**config.mk**
```make
export PLATFORM = sky130hd
export DESIGN_NAME = fat_tree_top
export DESIGN_NICKNAME = d
export VERILOG_FILES = /design/src/verilog/tree_dir_pkg.sv /design/src/verilog/tree_pkt_pkg.sv /design/src/verilog/fat_tree_top.sv /design/src/verilog/leaf_port.sv /design/src/verilog/route_decider.sv /design/src/verilog/tree_switch.sv /design/src/verilog/turn_arbiter.sv
export SDC_FILE = /design/constraint.sdc
export NUM_CORES = 1
export LEC_CHECK = 0
export BUFFER_PORTS_ARGS = -buffer_cell sky130_fd_sc_hd__buf_4
export CORE_ASPECT_RATIO = 0.75
export CORE_UTILIZATION = 35
export CTS_BUF_LIST = sky130_fd_sc_hd__clkbuf_8
export DETAILED_ROUTE_END_ITERATION = 6
export SLEW_MARGIN = 20
export SYNTH_ARGS = -nofsm -noshare
export SYNTH_HDL_FRONTEND = slang
export SYNTH_SLANG_ARGS = --single-unit
```
**constraint.sdc**
```tcl
create_clock -name clk -period 3.05 [get_ports clk]
set_input_delay 0.1525 -clock clk [delete_from_list [all_inputs] [get_ports clk]]
set_output_delay 0.1525 -clock clk [all_outputs]
set_load 0.02 [all_outputs]
```
**src/verilog/tree_dir_pkg.sv**
```systemverilog
package tree_dir_pkg;

	// width of a direction request or a mux select
	localparam int DIR_W = 2;

	// as a request: where the word wants to go
	// as a select: which input the output takes
	localparam logic [DIR_W-1:0] DIR_VOID  = 2'b00;
	localparam logic [DIR_W-1:0] DIR_LEFT  = 2'b01;
	localparam logic [DIR_W-1:0] DIR_RIGHT = 2'b10;
	localparam logic [DIR_W-1:0] DIR_UP    = 2'b11;

endpackage

```
**src/verilog/tree_pkt_pkg.sv**
```systemverilog
package tree_pkt_pkg;

	// default network size
	localparam int DEF_NUM_LEAVES = 8;
	localparam int DEF_PAYLOAD_W  = 8;

	// packet layout, msb first: valid, dest leaf address, payload

	// address bits needed to name one leaf
	function automatic int addr_w(input int num_leaves);
		return $clog2(num_leaves);
	endfunction

	// bit index of the valid flag
	function automatic int valid_pos(input int pkt_w);
		return pkt_w - 1;
	endfunction

	// lowest bit of the destination field, just above the payload
	function automatic int dest_lsb(input int payload_w);
		return payload_w;
	endfunction

endpackage

```
**src/verilog/fat_tree_top.sv**
```systemverilog
`timescale 1ns/1ps

module fat_tree_top #(
	parameter int num_leaves = tree_pkt_pkg::DEF_NUM_LEAVES,
	parameter int payload_w = tree_pkt_pkg::DEF_PAYLOAD_W,
	localparam int pkt_w = 1 + tree_pkt_pkg::addr_w(num_leaves) + payload_w
) (
	input  logic                        clk,
	input  logic                        reset,
	input  logic [num_leaves*pkt_w-1:0] pe_pkt_i,
	output logic [num_leaves*pkt_w-1:0] pe_pkt_o,
	output logic [num_leaves-1:0]       resend_o
);

	localparam int depth = tree_pkt_pkg::addr_w(num_leaves);

	// links numbered in heap order: root is node 1, children of h are 2h and 2h+1,
	// leaf k is node num_leaves+k
	// link_up[h] leaves node h towards its parent, link_dn[h] enters node h from above
	logic [pkt_w-1:0] link_up [2:2*num_leaves-1];
	logic [pkt_w-1:0] link_dn [2:2*num_leaves-1];

	for (genvar lv = 0; lv < depth; lv++) begin : g_level
		for (genvar n = 0; n < (1 << lv); n++) begin : g_node
			localparam int h = (1 << lv) + n;

			if (lv == 0) begin : g_root
				// no parent, up port tied off and its output unused
				tree_switch #(
					.num_leaves(num_leaves),
					.payload_w (payload_w),
					.pkt_w     (pkt_w),
					.node_addr (n),
					.level     (lv)
				) u_switch (
					.clk    (clk),
					.reset  (reset),
					.l_bus_i(link_up[2*h]),
					.r_bus_i(link_up[2*h+1]),
					.u_bus_i('0),
					.l_bus_o(link_dn[2*h]),
					.r_bus_o(link_dn[2*h+1]),
					.u_bus_o()
				);
			end else begin : g_inner
				tree_switch #(
					.num_leaves(num_leaves),
					.payload_w (payload_w),
					.pkt_w     (pkt_w),
					.node_addr (n),
					.level     (lv)
				) u_switch (
					.clk    (clk),
					.reset  (reset),
					.l_bus_i(link_up[2*h]),
					.r_bus_i(link_up[2*h+1]),
					.u_bus_i(link_dn[h]),
					.l_bus_o(link_dn[2*h]),
					.r_bus_o(link_dn[2*h+1]),
					.u_bus_o(link_up[h])
				);
			end
		end
	end

	for (genvar k = 0; k < num_leaves; k++) begin : g_leaf
		leaf_port #(
			.num_leaves(num_leaves),
			.payload_w (payload_w),
			.pkt_w     (pkt_w),
			.leaf_addr (k)
		) u_leaf (
			.clk     (clk),
			.reset   (reset),
			.bus_i   (link_dn[num_leaves+k]),
			.pe_pkt_i(pe_pkt_i[k*pkt_w +: pkt_w]),
			.bus_o   (link_up[num_leaves+k]),
			.pe_pkt_o(pe_pkt_o[k*pkt_w +: pkt_w]),
			.resend_o(resend_o[k])
		);
	end

endmodule

```
**src/verilog/leaf_port.sv**
```systemverilog
`timescale 1ns/1ps

module leaf_port #(
	parameter int num_leaves = tree_pkt_pkg::DEF_NUM_LEAVES,
	parameter int payload_w = tree_pkt_pkg::DEF_PAYLOAD_W,
	parameter int pkt_w = 1 + tree_pkt_pkg::addr_w(num_leaves) + payload_w,
	parameter int leaf_addr = 0
) (
	input  logic             clk,
	input  logic             reset,
	input  logic [pkt_w-1:0] bus_i,
	input  logic [pkt_w-1:0] pe_pkt_i,
	output logic [pkt_w-1:0] bus_o,
	output logic [pkt_w-1:0] pe_pkt_o,
	output logic             resend_o
);

	localparam int aw = tree_pkt_pkg::addr_w(num_leaves);
	localparam int vp = tree_pkt_pkg::valid_pos(pkt_w);
	localparam int dl = tree_pkt_pkg::dest_lsb(payload_w);
	localparam logic [aw-1:0] own_addr = aw'(leaf_addr);

	logic accept;
	logic foreign;

	assign accept = bus_i[vp] && (bus_i[dl +: aw] == own_addr);
	assign foreign = bus_i[vp] && (bus_i[dl +: aw] != own_addr);

	// a passing packet owns the uplink this cycle, the PE has to retry
	assign resend_o = foreign;

	always_ff @(posedge clk) begin
		if (reset) begin
			pe_pkt_o <= '0;
			bus_o <= '0;
		end else begin
			pe_pkt_o <= accept ? bus_i : '0;
			bus_o <= foreign ? bus_i : pe_pkt_i;
		end
	end

	// a delivered packet is addressed to this leaf
	assert property (@(posedge clk) disable iff (reset)
		pe_pkt_o[vp] |-> (pe_pkt_o[dl +: aw] == own_addr))
		else $error("leaf_port: delivered packet not addressed to leaf %0d", leaf_addr);

endmodule

```
**src/verilog/route_decider.sv**
```systemverilog
`timescale 1ns/1ps

module route_decider #(
	parameter int num_leaves = tree_pkt_pkg::DEF_NUM_LEAVES,
	parameter int node_addr = 0,
	parameter int level = 0,
	localparam int aw = tree_pkt_pkg::addr_w(num_leaves)
) (
	input  logic                          valid_i,
	input  logic [aw-1:0]                 dest_i,
	output logic [tree_dir_pkg::DIR_W-1:0] dir_o
);

	if (level == 0) begin : g_root
		// root splits the tree on the top address bit
		always_comb begin
			if (!valid_i) begin
				dir_o = tree_dir_pkg::DIR_VOID;
			end else if (dest_i[aw-1]) begin
				dir_o = tree_dir_pkg::DIR_RIGHT;
			end else begin
				dir_o = tree_dir_pkg::DIR_LEFT;
			end
		end
	end else begin : g_inner
		logic [level-1:0] prefix;
		logic             prefix_hit;

		// upper address bits name the subtree below this node
		assign prefix = dest_i[aw-1 -: level];
		assign prefix_hit = (prefix == level'(node_addr));

		always_comb begin
			if (!valid_i) begin
				dir_o = tree_dir_pkg::DIR_VOID;
			end else if (!prefix_hit) begin
				// destination lives outside this subtree
				dir_o = tree_dir_pkg::DIR_UP;
			end else if (dest_i[aw-1-level]) begin
				dir_o = tree_dir_pkg::DIR_RIGHT;
			end else begin
				dir_o = tree_dir_pkg::DIR_LEFT;
			end
		end
	end

endmodule

```
**src/verilog/tree_switch.sv**
```systemverilog
`timescale 1ns/1ps

module tree_switch #(
	parameter int num_leaves = tree_pkt_pkg::DEF_NUM_LEAVES,
	parameter int payload_w = tree_pkt_pkg::DEF_PAYLOAD_W,
	parameter int pkt_w = 1 + tree_pkt_pkg::addr_w(num_leaves) + payload_w,
	parameter int node_addr = 0,
	parameter int level = 0
) (
	input  logic             clk,
	input  logic             reset,
	input  logic [pkt_w-1:0] l_bus_i,
	input  logic [pkt_w-1:0] r_bus_i,
	input  logic [pkt_w-1:0] u_bus_i,
	output logic [pkt_w-1:0] l_bus_o,
	output logic [pkt_w-1:0] r_bus_o,
	output logic [pkt_w-1:0] u_bus_o
);

	localparam int aw = tree_pkt_pkg::addr_w(num_leaves);
	localparam int vp = tree_pkt_pkg::valid_pos(pkt_w);
	localparam int dl = tree_pkt_pkg::dest_lsb(payload_w);

	logic [tree_dir_pkg::DIR_W-1:0] dir_l, dir_r, dir_u;
	logic [tree_dir_pkg::DIR_W-1:0] sel_l, sel_r, sel_u;
	logic [1:0] in_cnt;
	logic [1:0] out_cnt;

	// output mux, void gives an empty word
	function automatic logic [pkt_w-1:0] pick(input logic [tree_dir_pkg::DIR_W-1:0] sel,
			input logic [pkt_w-1:0] l_word, input logic [pkt_w-1:0] r_word,
			input logic [pkt_w-1:0] u_word);
		case (sel)
			tree_dir_pkg::DIR_LEFT:  return l_word;
			tree_dir_pkg::DIR_RIGHT: return r_word;
			tree_dir_pkg::DIR_UP:    return u_word;
			default:                 return '0;
		endcase
	endfunction

	route_decider #(.num_leaves(num_leaves), .node_addr(node_addr), .level(level)) u_dec_l (
		.valid_i(l_bus_i[vp]),
		.dest_i (l_bus_i[dl +: aw]),
		.dir_o  (dir_l)
	);

	route_decider #(.num_leaves(num_leaves), .node_addr(node_addr), .level(level)) u_dec_r (
		.valid_i(r_bus_i[vp]),
		.dest_i (r_bus_i[dl +: aw]),
		.dir_o  (dir_r)
	);

	route_decider #(.num_leaves(num_leaves), .node_addr(node_addr), .level(level)) u_dec_u (
		.valid_i(u_bus_i[vp]),
		.dest_i (u_bus_i[dl +: aw]),
		.dir_o  (dir_u)
	);

	turn_arbiter #(.level(level)) u_arb (
		.dir_l_i(dir_l),
		.dir_r_i(dir_r),
		.dir_u_i(dir_u),
		.sel_l_o(sel_l),
		.sel_r_o(sel_r),
		.sel_u_o(sel_u)
	);

	always_ff @(posedge clk) begin
		if (reset) begin
			l_bus_o <= '0;
			r_bus_o <= '0;
			u_bus_o <= '0;
		end else begin
			l_bus_o <= pick(sel_l, l_bus_i, r_bus_i, u_bus_i);
			r_bus_o <= pick(sel_r, l_bus_i, r_bus_i, u_bus_i);
			u_bus_o <= pick(sel_u, l_bus_i, r_bus_i, u_bus_i);
		end
	end

	assign in_cnt = {1'b0, l_bus_i[vp]} + {1'b0, r_bus_i[vp]} + {1'b0, u_bus_i[vp]};
	assign out_cnt = {1'b0, l_bus_o[vp]} + {1'b0, r_bus_o[vp]} + {1'b0, u_bus_o[vp]};

	// deflection routing never drops or clones a packet
	assert property (@(posedge clk) disable iff (reset)
		1'b1 |=> (out_cnt == $past(in_cnt)))
		else $error("tree_switch: valid word count changed across the switch");

endmodule

```
**src/verilog/turn_arbiter.sv**
```systemverilog
`timescale 1ns/1ps

module turn_arbiter #(
	parameter int level = 0
) (
	input  logic [tree_dir_pkg::DIR_W-1:0] dir_l_i,
	input  logic [tree_dir_pkg::DIR_W-1:0] dir_r_i,
	input  logic [tree_dir_pkg::DIR_W-1:0] dir_u_i,
	output logic [tree_dir_pkg::DIR_W-1:0] sel_l_o,
	output logic [tree_dir_pkg::DIR_W-1:0] sel_r_o,
	output logic [tree_dir_pkg::DIR_W-1:0] sel_u_o
);

	if (level == 0) begin : g_root
		// two ports only, nothing ever leaves through the top
		always_comb begin
			sel_l_o = tree_dir_pkg::DIR_VOID;
			sel_r_o = tree_dir_pkg::DIR_VOID;
			sel_u_o = tree_dir_pkg::DIR_VOID;
			if (dir_l_i == tree_dir_pkg::DIR_LEFT) begin
				sel_l_o = tree_dir_pkg::DIR_LEFT;
			end
			if (dir_r_i == tree_dir_pkg::DIR_RIGHT) begin
				sel_r_o = tree_dir_pkg::DIR_RIGHT;
			end
			// crossing words, a loser bounces back where it came from
			if (dir_r_i == tree_dir_pkg::DIR_LEFT) begin
				if (sel_l_o == tree_dir_pkg::DIR_VOID) begin
					sel_l_o = tree_dir_pkg::DIR_RIGHT;
				end else begin
					sel_r_o = tree_dir_pkg::DIR_RIGHT;
				end
			end
			if (dir_l_i == tree_dir_pkg::DIR_RIGHT) begin
				if (sel_r_o == tree_dir_pkg::DIR_VOID) begin
					sel_r_o = tree_dir_pkg::DIR_LEFT;
				end else begin
					sel_l_o = tree_dir_pkg::DIR_LEFT;
				end
			end
		end
	end else begin : g_inner
		always_comb begin
			sel_l_o = tree_dir_pkg::DIR_VOID;
			sel_r_o = tree_dir_pkg::DIR_VOID;
			sel_u_o = tree_dir_pkg::DIR_VOID;

			// turnback words keep their own link
			if (dir_l_i == tree_dir_pkg::DIR_LEFT) begin
				sel_l_o = tree_dir_pkg::DIR_LEFT;
			end
			if (dir_r_i == tree_dir_pkg::DIR_RIGHT) begin
				sel_r_o = tree_dir_pkg::DIR_RIGHT;
			end

			// downlink, deflected back up if a turnback holds the link
			if (dir_u_i == tree_dir_pkg::DIR_UP) begin
				sel_u_o = tree_dir_pkg::DIR_UP;
			end else if (dir_u_i == tree_dir_pkg::DIR_LEFT) begin
				if (sel_l_o == tree_dir_pkg::DIR_VOID) begin
					sel_l_o = tree_dir_pkg::DIR_UP;
				end else begin
					sel_u_o = tree_dir_pkg::DIR_UP;
				end
			end else if (dir_u_i == tree_dir_pkg::DIR_RIGHT) begin
				if (sel_r_o == tree_dir_pkg::DIR_VOID) begin
					sel_r_o = tree_dir_pkg::DIR_UP;
				end else begin
					sel_u_o = tree_dir_pkg::DIR_UP;
				end
			end

			// left input, side link before uplink
			// the last choice is always free, at most two outputs are taken
			if (dir_l_i == tree_dir_pkg::DIR_RIGHT) begin
				if (sel_r_o == tree_dir_pkg::DIR_VOID) begin
					sel_r_o = tree_dir_pkg::DIR_LEFT;
				end else if (sel_l_o == tree_dir_pkg::DIR_VOID) begin
					sel_l_o = tree_dir_pkg::DIR_LEFT;
				end else begin
					sel_u_o = tree_dir_pkg::DIR_LEFT;
				end
			end else if (dir_l_i == tree_dir_pkg::DIR_UP) begin
				if (sel_u_o == tree_dir_pkg::DIR_VOID) begin
					sel_u_o = tree_dir_pkg::DIR_LEFT;
				end else if (sel_l_o == tree_dir_pkg::DIR_VOID) begin
					sel_l_o = tree_dir_pkg::DIR_LEFT;
				end else begin
					sel_r_o = tree_dir_pkg::DIR_LEFT;
				end
			end

			// right input takes whatever is left over
			if (dir_r_i == tree_dir_pkg::DIR_LEFT) begin
				if (sel_l_o == tree_dir_pkg::DIR_VOID) begin
					sel_l_o = tree_dir_pkg::DIR_RIGHT;
				end else if (sel_r_o == tree_dir_pkg::DIR_VOID) begin
					sel_r_o = tree_dir_pkg::DIR_RIGHT;
				end else begin
					sel_u_o = tree_dir_pkg::DIR_RIGHT;
				end
			end else if (dir_r_i == tree_dir_pkg::DIR_UP) begin
				if (sel_u_o == tree_dir_pkg::DIR_VOID) begin
					sel_u_o = tree_dir_pkg::DIR_RIGHT;
				end else if (sel_r_o == tree_dir_pkg::DIR_VOID) begin
					sel_r_o = tree_dir_pkg::DIR_RIGHT;
				end else begin
					sel_l_o = tree_dir_pkg::DIR_RIGHT;
				end
			end
		end
	end

	// one input feeds at most one output
	always_comb begin
		if (sel_l_o != tree_dir_pkg::DIR_VOID) begin
			assert (sel_l_o != sel_r_o && sel_l_o != sel_u_o)
				else $error("turn_arbiter: input selected twice by left output");
		end
		if (sel_r_o != tree_dir_pkg::DIR_VOID) begin
			assert (sel_r_o != sel_u_o)
				else $error("turn_arbiter: input selected twice by right output");
		end
	end

endmodule
```
# == Word-level counts from Yosys, hierarchy flattened ==
# Index checks and enable logic that the tools add are counted.
# classes
n_mux,360
n_reduce_logical,79
div_mod_pow,0
mul,0
magnitude_cmp,0
add_sub_neg,0
eq_ne,139
shifts,0
n_bitwise,8
# op_table
cell,n
$mux 2,325
$pmux 12 s3,18
$eq 2x2->1 const B,82
$logic_not 2->1,53
$mux 12,8
$eq 2x1->1 const B,43
$pmux 12 s2,2
$logic_and 1x1->1,16
$reduce_or 2->1,8
$eq 3x3->1 const B,4
$ne 3x3->1 const B,4
$not 1->1,8
$mux 1,7
$eq 3x2->1 const B,2
$ne 3x2->1 const B,2
$eq 3x1->1 const B,1
$logic_not 3->1,1
$ne 3x1->1 const B,1
$reduce_bool 3->1,1
# totals
mem_bits_ro,0
latchBits,0
ff_bits,432
n_memories,0
output_inout_bits,104
ramBits,0
elab_cells,622

# == Depth between registers and ports, before layout ==
# logic_depth
depth_word,21
ltp_mapped,9
depth_no_buf,7

# == Hierarchy ==
# A second synthesis with hierarchy kept.
# hier_totals
cells_unflattened,2069
hier_area_um2,20462.1
# by_module_without_submodules
mod,area_per_inst_um2,cells_per_inst,n_inst,seq_area_each_um2
tree_switch,1679.1,165,7,720.7
leaf_port at g_leaf[3].u_leaf ...,857.1,75,3,480.5
leaf_port at g_leaf[1].u_leaf ...,844.6,78,3,480.5
turn_arbiter at g_level[1].g_node[0].g_inner.u_switch.u_arb ...,236.5,37,6,0.0
leaf_port at g_leaf[7].u_leaf,838.3,78,1,480.5
leaf_port at g_leaf[0].u_leaf,754.5,74,1,480.5
route_decider at g_level[2].g_node[1].g_inner.u_switch.u_dec_l ...,40.0,4,6,0.0
route_decider at g_level[1].g_node[0].g_inner.u_switch.u_dec_l ...,18.8,3,6,0.0
turn_arbiter at g_level[0].g_node[0].g_root.u_switch.u_arb,66.3,11,1,0.0
route_decider at g_level[2].g_node[0].g_inner.u_switch.u_dec_l ...,20.0,3,3,0.0
route_decider at g_level[2].g_node[3].g_inner.u_switch.u_dec_l ...,20.0,4,3,0.0
route_decider at g_level[0].g_node[0].g_root.u_switch.u_dec_l ...,16.3,2,3,0.0
fat_tree_top,3.8,1,1,0.0

# == Worst setup path after synthesis ==
# No wires, ideal clock.
# synth_path
path_kind,reg-to-reg
start,register g_level[1].g_node[0].g_inner.u_switch.l_bus_o[8]
end,register g_level[2].g_node[0].g_inner.u_switch.l_bus_o[0]
n_path_buf,2
required_ns,2.984
synth_period_minus_slack_ns,2.222
setup_ns,0.066
stages_incl_launch_ff,9
path_slack_ns,0.828
arrival_ns,2.156
path_cell_list,dfxtp_1 -> buf_6 -> or4b_4 -> o31ai_4 -> a31oi_2 -> or4_1 -> a31o_1 -> buf_6 -> a21oi_2
# synth_via
elab_chain_cells,18
word_cells_on_any_way,44
# synth_lines
element,line,source
start: declaration,tree_switch.sv:15,"output logic [pkt_w-1:0] l_bus_o,"
start signal: assignment,tree_switch.sv:74,"l_bus_o <= pick(sel_l, l_bus_i, r_bus_i, u_bus_i);"
$mux 2 (*),route_decider.sv:39,end else if (dest_i[aw-1-level]) begin
$mux 2 (*),route_decider.sv:36,end else if (!prefix_hit) begin
$mux 2 (*),route_decider.sv:34,if (!valid_i) begin
$eq 2x2->1 / $eq 2x1->1 (equally long branches),"turn_arbiter.sv:65, turn_arbiter.sv:59",
$mux 2 (on tied branches),"turn_arbiter.sv:65, turn_arbiter.sv:59",
$mux 2 (on tied branches),"turn_arbiter.sv:59, turn_arbiter.sv:57",
$mux 2 / $logic_not 2->1 (equally long branches),"turn_arbiter.sv:57, turn_arbiter.sv:78, turn_arbiter.sv:86",
$mux 2 / $logic_not 2->1 (equally long branches),"turn_arbiter.sv:86, turn_arbiter.sv:84",
(+2 left out),-,
$mux 2,turn_arbiter.sv:75,if (dir_l_i == tree_dir_pkg::DIR_RIGHT) begin
$logic_not 2->1,turn_arbiter.sv:105,end else if (sel_r_o == tree_dir_pkg::DIR_VOID) begin
$mux 2,turn_arbiter.sv:105,
$mux 2,turn_arbiter.sv:103,if (sel_u_o == tree_dir_pkg::DIR_VOID) begin
$mux 2,turn_arbiter.sv:102,end else if (dir_r_i == tree_dir_pkg::DIR_UP) begin
$mux 2 (*),turn_arbiter.sv:94,if (dir_r_i == tree_dir_pkg::DIR_LEFT) begin
$eq 2x2->1 / $eq 2x1->1 (equally long branches),tree_switch.sv:33,case (sel)
$pmux 12 s3 (*),tree_switch.sv:33,
end signal: assignment,tree_switch.sv:74,
end: declaration,tree_switch.sv:15,
# Every way passes the cells marked *; elsewhere a longest branch is shown, timed or not.
# A chain may end at the register's enable or synchronous reset.

# == Worst setup path in the final report ==
# layout_path
start,register g_leaf[2].u_leaf.bus_o[9]
end,register g_level[2].g_node[1].g_inner.u_switch.r_bus_o[7]
# layout_via
elab_chain_cells,21
word_cells_on_any_way,42
# layout_lines
element,line,source
start: declaration,leaf_port.sv:13,"output logic [pkt_w-1:0] bus_o,"
start signal: assignment,leaf_port.sv:38,bus_o <= foreign ? bus_i : pe_pkt_i;
$eq 2x1->1 (*),route_decider.sv:31,assign prefix_hit = (prefix == level'(node_addr));
$mux 2 (*),route_decider.sv:36,
$mux 2 (*),route_decider.sv:34,
$eq 2x1->1,turn_arbiter.sv:49,if (dir_l_i == tree_dir_pkg::DIR_LEFT) begin
$mux 1,turn_arbiter.sv:49,
$logic_not 2->1,turn_arbiter.sv:60,if (sel_l_o == tree_dir_pkg::DIR_VOID) begin
$mux 2,turn_arbiter.sv:60,
$mux 2,turn_arbiter.sv:59,end else if (dir_u_i == tree_dir_pkg::DIR_LEFT) begin
(+5 left out),-,
$mux 2,turn_arbiter.sv:75,
$logic_not 2->1,"turn_arbiter.sv:97, turn_arbiter.sv:105",
$mux 2,"turn_arbiter.sv:97, turn_arbiter.sv:105",
$mux 2,turn_arbiter.sv:103,
$mux 2,turn_arbiter.sv:102,
$mux 2 (*),turn_arbiter.sv:94,
$eq 2x2->1 / $eq 2x1->1 (equally long branches),tree_switch.sv:33,
$pmux 12 s3 (*),tree_switch.sv:33,
end signal: assignment,tree_switch.sv:75,"r_bus_o <= pick(sel_r, l_bus_i, r_bus_i, u_bus_i);"
end: declaration,tree_switch.sv:16,"output logic [pkt_w-1:0] r_bus_o,"
# Marks and branches as above.

==> results.md <==
* Via density at 5.30
* Mapped Cells at about 1800
* Clock buffer depth at 3
* Ant diodes at 0
* Min-delay src: reset
* Synth async-reset ratio at 0
* Maximum operating frequency at ~360 MHz
* Quantity of I/O buffers inserted on ports at 201
* First-pass GRT wire length at 77.9 mm
* Seq pwr share at 0.494
* Count leader, synth: dfxtp_1
* Top cells by area, synth: dfxtp_1, nand2_1, a22oi_1, a21oi_1, nor2_1
* Worst Slack Setup Final at around 300 ps
* Die ar. at 48200 sq um
* Sw Pwr at 2.83 mW
* CTS Root Cell: clkbuf_8
* WS Path Type: flip-flop to flip-flop
* Fill count at 4462
* Crit-path max cell delay at ~810 ps
* Slew HR at 0.316
* P&R area growth vs syn at 29.4%
* Fin crit period at 2750 ps
* Most used DFF post-synth: dfxtp_1
* Via count at 15015
* Crit Path Max Fanout at 12
* Reg clk slew, reported paths at 60 ps
* Rows at 68
* Seq cells post-synth at 432
* Sequential cell area fraction in the yosys report at 0.522
* Worst Setup End Kind: flip-flop
* Crit path buf inv count at 0
* Vias in the first global route at 14108
* Post-synth top cells: dfxtp_1, nand2_1, nor2_1
* Class of the worst hold path: input port to flip-flop
* Max_cap viols at 0
* Setup TNS at 0 ps
* Post-Syn Area at 16600 sq um
* GRT Util Overall at 0.202
* Largest net degree at the start of global routing at 53
* Fin. Hold Viols at 0
* Max Slew Vio Count at 0
* Post-CTS sizing at 0
* Top Family by Delay on Critical Path: compound AO/OA/AOI/OAI gates
* Placed insts at between 2000 and 3000
* Post-CTS Hold Fix Bufs at ~120
* Initial antenna violation count at 0
* Yosys cell types at 87
* Violated checks: DRC
* Final HPWL DP at 34.4 mm
* Fraction of the cycle the final worst path needs at 0.903
* Peak VDD IR at 296 uV
* Slowest cell on crit path: o22ai_1
* Layout Nets at approximately 2300
* GR Overflow Total at 0
* CTS sink count at 432
* Top cell by count, worst path: o22ai_1
* Post-CTS setup buffer count at 0
* Area leader, netlist: dfxtp_1
* Yosys warning total at 0
* Post-synth top area share at 0.522
* Avg Cell Area, Syn at 9.09 sq um
* Die Y at between 150 and 200 um
* Comb pwr share at 0.066
* WL final at a little under 50 mm
* Clock Skews at 20.2 ps
* TritonCTS clock tree: built
* Setup WS pre-CTS at 385 ps
* DR DRC count at 19
* Sequence of cells on the critical path: nor2b_1, a41oi_1, o22ai_1, nor3_1, o21ai_1, o22ai_1
* First-pass DRT Iterations at 7
* Final GP Congestion at 0.955
* Internal at 9.20 mW
* Final non-filler cell total at 2833
* Power density cells at 561 nW/um^2
* Sw frac at 0.235
* Area of the core at ~46000 sq um
* RR Startpoint: g_leaf[2].u_leaf.bus_o[9]
* Worst Path Arrival at 3250 ps
* Power after layout at 12.0 mW
* Final Setup Violations at 0
* Clock power frac at 0.440
* Setup crit start: g_leaf[2].u_leaf.bus_o[9]
* Antenna-violating nets left at 0
* Die width at 253 um
* Outcome: finished with violations
* Slew @ Worst Pin at about 1000 ps
* CTS buffer count at 70
* Wire per inst at 17.3 um
* EDFF count, synth at 0
* Iteration-0 DRC count of the detailed router at between 1000 and 1500
* I/O pin count at 202
* RSZ-0062 raised after global routing: no
* Initial Util at 0.357
* Req. time, crit path at 3540 ps
* Share of cells above drive strength 1 at 0.175
* Final Core Density at 0.462
* P_leak at 8.50 nW
* Setup crit start kind: flip-flop
* Clk_lat worst skew at 640 ps
* H-tree Lvls at 3
[cell type report]
| cell class | instances | area, sq um | area share |
|---|---|---|---|
| flip-flops and latches | 432 | 8650 | 0.404 |
| multi-input cells | 1233 | 7270 | 0.339 |
| repair buffers | 354 | 2980 | 0.139 |
| clock buffers | 96 | 1320 | 0.0617 |
| well taps | 630 | 788 | 0.0368 |
| inverters | 63 | 236 | 0.0110 |
| clock inverters | 25 | 188 | 0.00876 |
[placed cells by master (no fill, tap or decap), drive strengths merged, types with 6 or more instances in the layout]
master,netlist,routed
dfxtp,432,432
nand2,262,262
buf,24,237
nor2,164,164
a21oi,144,144
dlygate4sd3,0,117
clkbuf,82,96
a22oi,93,93
inv,62,76
and2,73,73
nand3,59,59
a222oi,38,38
nor3,37,37
o22ai,32,32
a211oi,24,24
o21ai,23,23
nand3b,19,19
a31oi,17,17
mux2i,13,13
o221a,12,12
conb,1,12
and3,11,11
o211a,11,11
o311ai,11,11
nand2b,10,10
a311oi,10,10
o2111ai,10,10
o2bb2ai,9,9
clkinv,1,9
o21a,8,8
a22o,8,8
a221o,8,8
o211ai,7,7
and4,7,7
nand4,6,6
[through the flow]
stage               hold slack (ps)  instance area (sq um)
floorplan                       273                  16600
global placement                364                  18700
detailed placement              365                  18700
CTS                            2.88                  21400
global route                   21.5                  21400
finish                         35.7                  21400
[final timing paths]
path                                                 endpoint  slack, ps  cells past startpoint
max          g_level[2].g_node[1].g_inner.u_switch.r_bus_o[7]        300                      6
min                             g_leaf[1].u_leaf.pe_pkt_o[11]         40                      2
max reg2reg  g_level[2].g_node[1].g_inner.u_switch.r_bus_o[7]        300                      6
min reg2reg                         g_leaf[5].u_leaf.bus_o[7]        440                      2
[metal layers]
metal	GRT usage	vias to the layer above	wire length, um
met4	0.0566	0	933
met2	0.279	637	19700
met3	0.0468	73	3840
li1	-	7264	-
met1	0.307	7041	24400
met5	0	-	0
[cells by family after synthesis]
family | count (synthesis) | share of synthesized area
and+or+nand+nor | 692 | 0.198
buffers and inverters | 169 | 0.0418
DFF | 432 | 0.522
other | 1 | 0.000226
AOI/OAI and AO/OA | 513 | 0.227
adders and majority gates | 2 | 0.00151
muxes | 14 | 0.00854
[power by group through the flow]
stage | sequential [mW] | combinational, mW | clock [mW]
floorplan | 5.99 | 0.436 | 0
global placement | 6.06 | 0.663 | 0
CTS | 5.93 | 0.796 | 5.45
detailed placement | 6.05 | 0.669 | 0
finish | 5.94 | 0.799 | 5.29
global route | 5.95 | 0.880 | 5.73
[flip-flops by register name, summed over array words and instances, names as in the netlist]
| signal | count |
|---|---|
| g_level.g_node.g_root.u_switch.l_bus_o | 12 |
| g_level.g_node.g_root.u_switch.r_bus_o | 12 |
| g_leaf.u_leaf.bus_o | 96 |
| g_leaf.u_leaf.pe_pkt_o | 96 |
| g_level.g_node.g_inner.u_switch.r_bus_o | 72 |
| g_level.g_node.g_inner.u_switch.l_bus_o | 72 |
| g_level.g_node.g_inner.u_switch.u_bus_o | 72 |
Note: power is estimated with default switching activity, not from simulation.
